File: src/design/minerPkg.sv
package minerPkg;

	typedef logic [31:0] word_t;
	typedef logic [255:0] digest_t;
	typedef logic [511:0] block_t;
	typedef logic [639:0] header_t;
	typedef logic [31:0] nonce_t;

	typedef enum logic [1:0] {
		ctrlIdle,
		ctrlMidstate,
		ctrlInner,
		ctrlOuter
	} ctrlState_t;

	// first word sits in the top bits.
	localparam digest_t hashInit = {
		32'h6a09e667, 32'hbb67ae85, 32'h3c6ef372, 32'ha54ff53a,
		32'h510e527f, 32'h9b05688c, 32'h1f83d9ab, 32'h5be0cd19
	};

	localparam word_t [0:63] roundK = {
		32'h428a2f98, 32'h71374491, 32'hb5c0fbcf, 32'he9b5dba5,
		32'h3956c25b, 32'h59f111f1, 32'h923f82a4, 32'hab1c5ed5,
		32'hd807aa98, 32'h12835b01, 32'h243185be, 32'h550c7dc3,
		32'h72be5d74, 32'h80deb1fe, 32'h9bdc06a7, 32'hc19bf174,
		32'he49b69c1, 32'hefbe4786, 32'h0fc19dc6, 32'h240ca1cc,
		32'h2de92c6f, 32'h4a7484aa, 32'h5cb0a9dc, 32'h76f988da,
		32'h983e5152, 32'ha831c66d, 32'hb00327c8, 32'hbf597fc7,
		32'hc6e00bf3, 32'hd5a79147, 32'h06ca6351, 32'h14292967,
		32'h27b70a85, 32'h2e1b2138, 32'h4d2c6dfc, 32'h53380d13,
		32'h650a7354, 32'h766a0abb, 32'h81c2c92e, 32'h92722c85,
		32'ha2bfe8a1, 32'ha81a664b, 32'hc24b8b70, 32'hc76c51a3,
		32'hd192e819, 32'hd6990624, 32'hf40e3585, 32'h106aa070,
		32'h19a4c116, 32'h1e376c08, 32'h2748774c, 32'h34b0bcb5,
		32'h391c0cb3, 32'h4ed8aa4a, 32'h5b9cca4f, 32'h682e6ff3,
		32'h748f82ee, 32'h78a5636f, 32'h84c87814, 32'h8cc70208,
		32'h90befffa, 32'ha4506ceb, 32'hbef9a3f7, 32'hc67178f2
	};

	// block two carries 128 header bits, message length 640.
	localparam logic [383:0] innerPadTail = {1'b1, 319'b0, 64'd640};

	// final block carries the 256-bit first digest.
	localparam logic [255:0] outerPadTail = {1'b1, 191'b0, 64'd256};

endpackage

File: src/design/sha256Rounds.sv
`timescale 1ns/100ps

module sha256Rounds (
	input  logic              clock,
	input  logic              rstN,
	input  logic              hashStart,
	input  minerPkg::block_t  hashBlock,
	input  minerPkg::digest_t hashState,
	output logic              hashValid,
	output minerPkg::digest_t hashOut
);

	typedef struct packed {
		minerPkg::word_t a;
		minerPkg::word_t b;
		minerPkg::word_t c;
		minerPkg::word_t d;
		minerPkg::word_t e;
		minerPkg::word_t f;
		minerPkg::word_t g;
		minerPkg::word_t h;
	} workVars_t;

	workVars_t vars;
	workVars_t nextVars;
	minerPkg::word_t window [16]; // schedule words for rounds t to t+15.
	minerPkg::word_t nextWord;
	logic [5:0] round;
	logic running;

	function automatic minerPkg::word_t rotr(input minerPkg::word_t x, input int unsigned n);
		return (x >> n) | (x << (32 - n));
	endfunction

	function automatic minerPkg::word_t smallSigma0(input minerPkg::word_t x);
		return rotr(x, 7) ^ rotr(x, 18) ^ (x >> 3);
	endfunction

	function automatic minerPkg::word_t smallSigma1(input minerPkg::word_t x);
		return rotr(x, 17) ^ rotr(x, 19) ^ (x >> 10);
	endfunction

	function automatic minerPkg::word_t bigSigma0(input minerPkg::word_t x);
		return rotr(x, 2) ^ rotr(x, 13) ^ rotr(x, 22);
	endfunction

	function automatic minerPkg::word_t bigSigma1(input minerPkg::word_t x);
		return rotr(x, 6) ^ rotr(x, 11) ^ rotr(x, 25);
	endfunction

	// W[t+16] from the current window.
	assign nextWord = smallSigma1(window[14]) + window[9] + smallSigma0(window[1]) + window[0];

	always_comb begin : roundLogic
		minerPkg::word_t choose;
		minerPkg::word_t majority;
		minerPkg::word_t temp1;
		minerPkg::word_t temp2;

		choose = (vars.e & vars.f) ^ (~vars.e & vars.g);
		majority = (vars.a & vars.b) ^ (vars.a & vars.c) ^ (vars.b & vars.c);
		temp1 = vars.h + bigSigma1(vars.e) + choose + minerPkg::roundK[round] + window[0];
		temp2 = bigSigma0(vars.a) + majority;

		nextVars.h = vars.g;
		nextVars.g = vars.f;
		nextVars.f = vars.e;
		nextVars.e = vars.d + temp1;
		nextVars.d = vars.c;
		nextVars.c = vars.b;
		nextVars.b = vars.a;
		nextVars.a = temp1 + temp2;
	end

	// final addition, read out in the cycle of hashValid.
	always_comb begin
		for (int i = 0; i < 8; i++) begin
			hashOut[255 - 32 * i -: 32] = hashState[255 - 32 * i -: 32] + vars[255 - 32 * i -: 32];
		end
	end

	always_ff @(posedge clock) begin
		if (!rstN) begin
			running <= 1'b0;
			round <= '0;
			hashValid <= 1'b0;
		end else begin
			hashValid <= 1'b0;
			if (hashStart) begin
				running <= 1'b1;
				round <= '0;
			end else if (running) begin
				round <= round + 6'd1; // wraps back to zero after round 63.
				if (round == 6'd63) begin
					running <= 1'b0;
					hashValid <= 1'b1;
				end
			end
		end
	end

	always_ff @(posedge clock) begin
		if (hashStart) begin
			vars <= workVars_t'(hashState);
			for (int i = 0; i < 16; i++) begin
				window[i] <= hashBlock[511 - 32 * i -: 32]; // word zero is the top of the block.
			end
		end else if (running) begin
			vars <= nextVars;
			for (int i = 0; i < 15; i++) begin
				window[i] <= window[i + 1];
			end
			window[15] <= nextWord;
		end
	end

endmodule

File: src/design/minerControl.sv
`timescale 1ns/100ps

module minerControl (
	input  logic              clock,
	input  logic              rstN,
	input  logic              start,
	input  minerPkg::header_t blockHeader,
	input  minerPkg::nonce_t  nonceCount,
	input  logic              hashValid,
	input  minerPkg::digest_t hashOut,
	input  logic              hit,
	output logic              hashStart,
	output minerPkg::block_t  hashBlock,
	output minerPkg::digest_t hashState,
	output logic              judgeStrobe,
	output minerPkg::nonce_t  curNonce,
	output logic              jobStart,
	output logic              busy,
	output logic              found,
	output logic              exhausted
);

	minerPkg::ctrlState_t state;
	minerPkg::block_t headBlock; // upper 512 header bits.
	logic [95:0] headTail; // header bits above the nonce in block two.
	minerPkg::nonce_t nonce;
	minerPkg::nonce_t remaining;
	minerPkg::digest_t midstate;
	minerPkg::digest_t firstDigest;
	logic passRequest; // next pass starts on the cycle after hashValid.
	logic accept;

	assign busy = (state != minerPkg::ctrlIdle);
	assign accept = start && !busy;
	assign jobStart = accept;

	// the midstate pass starts in the same cycle as the accepted start.
	assign hashStart = accept || passRequest;
	assign judgeStrobe = hashValid && (state == minerPkg::ctrlOuter);
	assign curNonce = nonce;

	always_comb begin
		hashState = minerPkg::hashInit;
		case (state)
			minerPkg::ctrlIdle: hashBlock = blockHeader[639:128];
			minerPkg::ctrlMidstate: hashBlock = headBlock;
			minerPkg::ctrlInner: begin
				hashBlock = {headTail, nonce, minerPkg::innerPadTail};
				hashState = midstate;
			end
			default: hashBlock = {firstDigest, minerPkg::outerPadTail};
		endcase
	end

	always_ff @(posedge clock) begin
		if (!rstN) begin
			state <= minerPkg::ctrlIdle;
			passRequest <= 1'b0;
			found <= 1'b0;
			exhausted <= 1'b0;
		end else begin
			passRequest <= 1'b0;
			found <= 1'b0;
			exhausted <= 1'b0;
			case (state)
				minerPkg::ctrlIdle: begin
					if (accept) state <= minerPkg::ctrlMidstate;
				end
				minerPkg::ctrlMidstate: begin
					if (hashValid) begin
						state <= minerPkg::ctrlInner;
						passRequest <= 1'b1;
					end
				end
				minerPkg::ctrlInner: begin
					if (hashValid) begin
						state <= minerPkg::ctrlOuter;
						passRequest <= 1'b1;
					end
				end
				minerPkg::ctrlOuter: begin
					if (hashValid) begin
						if (hit) begin
							found <= 1'b1;
							state <= minerPkg::ctrlIdle;
						end else if (remaining == 32'd1) begin // last nonce of the range.
							exhausted <= 1'b1;
							state <= minerPkg::ctrlIdle;
						end else begin
							state <= minerPkg::ctrlInner;
							passRequest <= 1'b1;
						end
					end
				end
				default: state <= minerPkg::ctrlIdle;
			endcase
		end
	end

	always_ff @(posedge clock) begin
		if (accept) begin
			headBlock <= blockHeader[639:128];
			headTail <= blockHeader[127:32];
			nonce <= blockHeader[31:0];
			remaining <= nonceCount;
		end
		if (hashValid && state == minerPkg::ctrlMidstate) midstate <= hashOut; // once per job.
		if (hashValid && state == minerPkg::ctrlInner) firstDigest <= hashOut;
		if (judgeStrobe && !hit) begin
			nonce <= nonce + 32'd1;
			remaining <= remaining - 32'd1;
		end
	end

endmodule

File: src/design/nonceJudge.sv
`timescale 1ns/100ps

module nonceJudge #(
	parameter int unsigned zeroBits = 19
) (
	input  logic              clock,
	input  logic              rstN,
	input  logic              jobStart,
	input  logic              judgeStrobe,
	input  minerPkg::digest_t hashOut,
	input  minerPkg::nonce_t  curNonce,
	output logic              hit,
	output minerPkg::nonce_t  winNonce,
	output minerPkg::digest_t satisfactoryHash
);

	logic leadingZero;

	// top zeroBits of the final digest must all be clear.
	assign leadingZero = (hashOut[255 -: zeroBits] == '0);
	assign hit = judgeStrobe && leadingZero;

	always_ff @(posedge clock) begin
		if (!rstN) begin
			winNonce <= '0;
			satisfactoryHash <= '0;
		end else if (jobStart) begin
			winNonce <= '0; // a new job drops the previous result.
			satisfactoryHash <= '0;
		end else if (hit) begin
			winNonce <= curNonce;
			satisfactoryHash <= hashOut;
		end
	end

endmodule

File: src/design/minerTop.sv
`timescale 1ns/100ps

module minerTop #(
	parameter int unsigned zeroBits = 19
) (
	input  logic              clock,
	input  logic              rstN,
	input  logic              start,
	input  minerPkg::header_t blockHeader,
	input  minerPkg::nonce_t  nonceCount,
	output logic              busy,
	output logic              found,
	output logic              exhausted,
	output minerPkg::nonce_t  winNonce,
	output minerPkg::digest_t satisfactoryHash
);

	logic hashStart;
	logic hashValid;
	logic hit;
	logic judgeStrobe;
	logic jobStart;
	minerPkg::block_t hashBlock;
	minerPkg::digest_t hashState;
	minerPkg::digest_t hashOut;
	minerPkg::nonce_t curNonce;

	minerControl control_i (
		.clock(clock),
		.rstN(rstN),
		.start(start),
		.blockHeader(blockHeader),
		.nonceCount(nonceCount),
		.hashValid(hashValid),
		.hashOut(hashOut),
		.hit(hit),
		.hashStart(hashStart),
		.hashBlock(hashBlock),
		.hashState(hashState),
		.judgeStrobe(judgeStrobe),
		.curNonce(curNonce),
		.jobStart(jobStart),
		.busy(busy),
		.found(found),
		.exhausted(exhausted)
	);

	sha256Rounds core_i (
		.clock(clock),
		.rstN(rstN),
		.hashStart(hashStart),
		.hashBlock(hashBlock),
		.hashState(hashState),
		.hashValid(hashValid),
		.hashOut(hashOut)
	);

	nonceJudge #(
		.zeroBits(zeroBits)
	) judge_i (
		.clock(clock),
		.rstN(rstN),
		.jobStart(jobStart),
		.judgeStrobe(judgeStrobe),
		.hashOut(hashOut),
		.curNonce(curNonce),
		.hit(hit),
		.winNonce(winNonce),
		.satisfactoryHash(satisfactoryHash)
	);

endmodule

File: config.mk
export PLATFORM = sky130hd
export DESIGN_NAME = minerTop
export DESIGN_NICKNAME = d
export VERILOG_FILES = /design/src/design/minerPkg.sv /design/src/design/sha256Rounds.sv /design/src/design/minerControl.sv /design/src/design/nonceJudge.sv /design/src/design/minerTop.sv
export SDC_FILE = /design/constraint.sdc
export NUM_CORES = 2
export LEC_CHECK = 0
export BUFFER_PORTS_ARGS = -buffer_cell sky130_fd_sc_hd__buf_2
export CAP_MARGIN = 10
export CORE_MARGIN = 2
export CORE_UTILIZATION = 30
export CTS_CLUSTER_SIZE = 20
export DETAILED_ROUTE_END_ITERATION = 8
export SYNTH_ARGS = -nofsm -noshare
export SYNTH_HDL_FRONTEND = slang
export SYNTH_SLANG_ARGS = --single-unit
export TNS_END_PERCENT = 20
File: constraint.sdc
create_clock -name clock -period 22.2 [get_ports clock]
set_clock_uncertainty 0.1 [all_clocks]
set_input_delay 3.33 -clock clock [delete_from_list [all_inputs] [get_ports clock]]
set_output_delay 3.33 -clock clock [all_outputs]
set_load 0.03 [all_outputs]
== Word level (Yosys, flattened, before mapping) ==
Memories as Yosys holds them, arrays and structs flattened.
Cells that the tools add are included.
W data, S select, Z words.

* Add/subtract/negate cells: 21
* Magnitude comparators: 1
* Eq/ne operators: 9
* Mux-type cells: 49
* Bitwise gates (word level): 48
* Reductions and logical operators: 21

{| class="wikitable"
|+ Operators by type and width
! kind !! number
|-
| $pmux W512 S3 || 1
|-
| $mux W256 || 3
|-
| $mux W32 || 22
|-
| $add A32 B32 Y32 || 18
|-
| $xor A32 B32 Y32 || 9
|-
| $and A32 B32 Y32 || 5
|-
| $add A32 B1 Y32 const B || 1
|-
| $eq A32 B1 Y1 const B || 1
|-
| $not A32 Y32 || 1
|-
| $or A10 B32 Y32 || 1
|-
| $or A13 B32 Y32 || 1
|-
| $or A14 B32 Y32 || 1
|-
| $or A15 B32 Y32 || 1
|-
| $or A19 B32 Y32 || 1
|-
| $or A21 B32 Y32 || 1
|-
| $or A25 B32 Y32 || 1
|-
| $or A26 B32 Y32 || 1
|-
| $or A30 B32 Y32 || 1
|-
| $or A7 B32 Y32 || 1
|-
| $sub A32 B1 Y32 const B || 1
|-
| $xor A32 B22 Y32 || 1
|-
| $xor A32 B29 Y32 || 1
|-
| $logic_not A19 Y1 || 1
|-
| $or A1 B1 Y1 || 16
|-
| other kinds (22) || 58
|}

* Register bits after elaboration: 1741
* Memory bits (writable): 512
* Memory bits (read-only): 2048
* Input bits: 675
* Output and inout port bits: 291
* Logic and storage cells: 174
* Memories kept: 2

{| class="wikitable"
|+ Memory list
! memory !! words !! bits a word !! rd ports !! clocked after Yosys merged registers in !! write ports !! line !! text
|-
| (no name shown) || 64 || 32 || 1 || 0 || 0 || sha256Rounds.sv:62 || <nowiki>temp1 = vars.h + bigSigma1(vars.e) + choose + minerPkg::roundK[round] + window[0];</nowiki>
|-
| core_i.window || 16 || 32 || 16 || 0 || 16 || sha256Rounds.sv:26 || <nowiki>minerPkg::word_t window [16];</nowiki>
|}

== Logic depth before layout (Yosys ltp) ==
* Depth after elaboration: 10
* Mapped depth: 43
* Mapped depth without buffers: 40

== By module ==
A second synthesis with hierarchy kept.

* Cells, all modules: 9981
* Area, all modules: 119664.8 sq um

{| class="wikitable"
|+ By module, submodules not included
! module !! instances !! cells each !! area each (sq um) !! sequential area each (sq um)
|-
| sha256Rounds || 1 || 5452 || 60051.3 || 23222.3
|-
| minerControl || 1 || 3312 || 48326.3 || 35654.2
|-
| nonceJudge || 1 || 1217 || 11287.1 || 5765.5
|}

== Least setup slack after synthesis ==
Ideal clock, no wire load.

* Path kind: input-to-reg
* Start: input port start
* End: memory core_i.window[0][100] (netlist bit) (data pin)
* Setup time: 270 ps
* Data arrival time: 18471 ps
* Required time: 21830 ps
* Slack: 3359 ps
* Cell stages on the path: 7
* Cell sequence: nand2_1 inv_1 nor2_1 nand2_1 clkbuf_1 clkbuf_1 a21oi_1

{| class="wikitable"
|+ RTL lines
! item !! line !! text
|-
| from (decl) || minerTop.sv:8 || <nowiki>input logic start,</nowiki>
|-
| to (decl) || sha256Rounds.sv:26 ||
|}

== Worst setup path in the final report ==
* Start: register core_i.round[1]
* End: register core_i.vars, in the netlist core_i.nextVars[223] (data pin)

* Cells in the longest elaborated chain, start to end: 9

{| class="wikitable"
|+ RTL lines
! item !! line !! text
|-
| from (decl) || sha256Rounds.sv:28 || <nowiki>logic [5:0] round;</nowiki>
|-
| from (signal assigned) || sha256Rounds.sv:93 || <nowiki>round <= round + 6'd1;</nowiki>
|-
| $not A6 Y7 (implied by the code) || sha256Rounds.sv:62 ||
|-
| $mem_v2 Z64 W32 || -- ||
|-
| $mux W32 (implied by the code) (2 in series) || sha256Rounds.sv:62 ||
|-
| $add A32 B32 Y32 (2 in series) || sha256Rounds.sv:62 ||
|-
| $add A32 B32 Y32 || sha256Rounds.sv:72 || <nowiki>nextVars.a = temp1 + temp2;</nowiki>
|-
| $mux W256 || sha256Rounds.sv:108 || <nowiki>end else if (running) begin</nowiki>
|-
| $mux W256 || sha256Rounds.sv:103 || <nowiki>if (hashStart) begin</nowiki>
|-
| to (signal assigned) || sha256Rounds.sv:104 || <nowiki>vars <= workVars_t'(hashState);</nowiki>
|-
| to (signal assigned) || sha256Rounds.sv:109 || <nowiki>vars <= nextVars;</nowiki>
|-
| to (decl) || sha256Rounds.sv:24 || <nowiki>workVars_t vars;</nowiki>
|}

No other way between the ends. The select of a mux whose other input is x is not followed.
A chain may end at the register's enable or synchronous reset.

==> results by group <==
Outcome
  • Status: finished clean

Placed design
  • IO Port Bufs: 965
  • HPWL Detailed: 347,600 µm
  • Routability cong.: 0.9498
  • DP Worst Slack: 11,710 ps
  • Placed Area: 0.1262 mm²

Logic synthesis
  • Syn_nets: 11,340
  • Top cells by count, synth: edfxtp_1, nor2_1, nand2_1
  • Most numerous cell in the Yosys netlist: edfxtp_1
  • Number of flops mapped to enable cells by yosys: 1,952
  • Top cells by area, synth: edfxtp_1, dfxtp_1, ha_1
  • Synth warn: 0
  • Post-synth top area cell: edfxtp_1
  • Asr flop ratio synth: 0%
  • Seq/Total Area, Yosys: 55.62%
  • Cell Area, Synth: 0.1162 mm²
  • Synthesis-stage register bit count: 2,253
  • Post-synth top flop: edfxtp_1
  • Distinct cells, synth: 93
  • Top cell type's share of synthesized area: 50.43%
  • Synthesized area per cell: 11.54 µm²
  • Synthesized instance count: 10,070

Clocking
  • CTS tree: built
  • Worst-path clk slew: 60 ps
  • Clock Latency Late Sink: 920 ps
  • Clock sink total: 2,253
  • Hold-fix buffers, CTS: 0
  • H-tree lvl count: 5
  • Setup bufs post-CTS: 0
  • Max clock buf depth: 4
  • # resized after CTS: 0
  • Clk root buf: clkbuf_16
  • Total CTS buffers: 270

Timing
  • Max Fclk: 0.09506 GHz
  • Worst-Margin Slew: 1317 ps
  • PnR worst setup slack: 11,680 ps
  • Slew headroom: 12.18%
  • RSZ-0062 raised after global routing: false
  • Final Critical Period: 10,520 ps
  • Period utilisation layout: 47.38%
  • Final Hold Fails: 0
  • Setup_tns: 0 ps
  • Max-slew violations: 0
  • Final setup violation count: 0

Floorplanning
  • Die area: 0.3924 mm²
  • # IOs: 966
  • Die width: 626.4 µm
  • Row cnt: 228
  • Initial core utilization: 30.14%
  • Die Y-Extent: 626.4 µm
  • Core area: 0.3857 mm²

Drt
  • Via total after detailed routing: 86,590
  • WL final: 460,600 µm
  • Vias per cell: 5.331
  • Remaining antenna violation count: 0
  • DRT Pass-1 Iters: 6
  • Initial DRC count: 10,080
  • DRC: 0
  • Routed WL per cell: 28.35 µm

Global routing
  • First-pass GRT wire length: 630,000 µm
  • Gr usage total: 22.50%
  • Vias in the first global route: 81,510
  • Overflow left after global routing: 0
  • Antenna violations before repair: 72
  • Largest net degree at the start of global routing: 177

Worst setup path
  • Critical path arrival: 11,000 ps
  • Max incr delay on CP: 550 ps
  • Critical path type: reg2reg
  • WP data required: 22,680 ps
  • Critical-path top delay cell: o21ai_0
  • CP Max Fanout: 23
  • Worst setup SP type: register
  • Worst setup EP type: register

Cells and area
  • Area Growth Syn to Fin: 15.97%
  • Cell area after layout: 0.1348 mm²
  • Final Net Count: 12,090
  • Share of layout cells above drive strength 1: 14.68%

Hold path
  • Min-delay worst type: reg2reg

Flow run
  • Max Cap Viol: 0
==> area by class of cell <==
cell class | instances | area [µm²]
timing repair buffer | 1086 | 5876
clock buffer | 359 | 7383
clock inverter | 127 | 1116
antenna | 39 | 97.59
tap | 5175 | 6475
inverter | 339 | 1287
sequential | 2253 | 64650
fill | 38690 | 250900
multi-input combinational | 6867 | 47910
==> worst max-delay path, delay by kind of cell (launching register included) <==
kind            cells  cell delay [ps]
simple gates        4              700
compound gates     18             3960
buf+inv             8             1430
xor+xnor            3              600
fa+ha+maj           8             3040
flops               1              300
==> path summary, 6_finish.rpt <==
kind                                  from                       endpoint  slack [ps]  cells after the start
max                        core_i.round[1]           core_i.nextVars[223]       11680                     41
min          judge_i.satisfactoryHash[222]  judge_i.satisfactoryHash[222]         360                      2
max reg2reg                core_i.round[1]           core_i.nextVars[223]       11680                     41
min reg2reg  judge_i.satisfactoryHash[222]  judge_i.satisfactoryHash[222]         360                      2
==> per-stage QoR <==
| step | hold slack, ps | util, % | std cells |
|---|---|---|---|
| after global placement | 346.0 | 32.72 | 15720 |
| after global routing | 393.1 | 34.94 | 16230 |
| after floorplan | 394.6 | - | 10070 |
| after detailed placement | 349.7 | 32.72 | 15720 |
| final | 362.8 | 34.95 | 16250 |
| after CTS | 363.1 | 34.92 | 16210 |
==> cell families after synthesis <==
family / share of synthesized area, %
multiplexers: 3.663
buffers and inverters: 3.261
AO/OA/AOI/OAI: 15.04
adder cells (fa/ha/maj): 7.703
flip-flops: 55.62
AND/OR/NAND/NOR: 9.872
XOR/XNOR: 4.845
==> flip-flops by register name (all words and copies together) (netlist names), 64 cells and up <==
register	flops
judge_i.satisfactoryHash	256
control_i.firstDigest	256
core_i.vars	64
control_i.midstate	256
control_i.headBlock	512
control_i.headTail	96
core_i.nextVars	192
core_i.window	512
==> metal layers <==
metal / track usage, % / part of all wire [%] / up-vias
met5: 0 / 0.0085 / -
met4: 10.52 / 5.1 / 6
met3: 3.840 / 7.5 / 730
met2: 35.35 / 46 / 3761
met1: 30.16 / 42 / 43320
li1: - / - / 38770
==> cells in the final DEF (no fill, tap or decap), drive strengths merged, types with 39 or more instances in the layout <==
cell type	instances
fa	195
clkinv	94
edfxtp	1952
a221o	133
nor2	1086
inv	351
and3	65
o21a	68
xnor2	468
nand2	790
mux2i	305
mux2	91
o31ai	255
diode	39
xor2	175
dfxtp	301
ha	402
o21ai	667
a211oi	67
a31oi	58
a222oi	128
a22oi	252
nor3	74
clkbuf	359
o21bai	51
nand3	94
a21oi	546
and2	146
a21o	155
buf	1086
nand2b	184
Power is not shown: default switching activity piles up to over one toggle a cycle in this logic, so the estimate is an artifact.
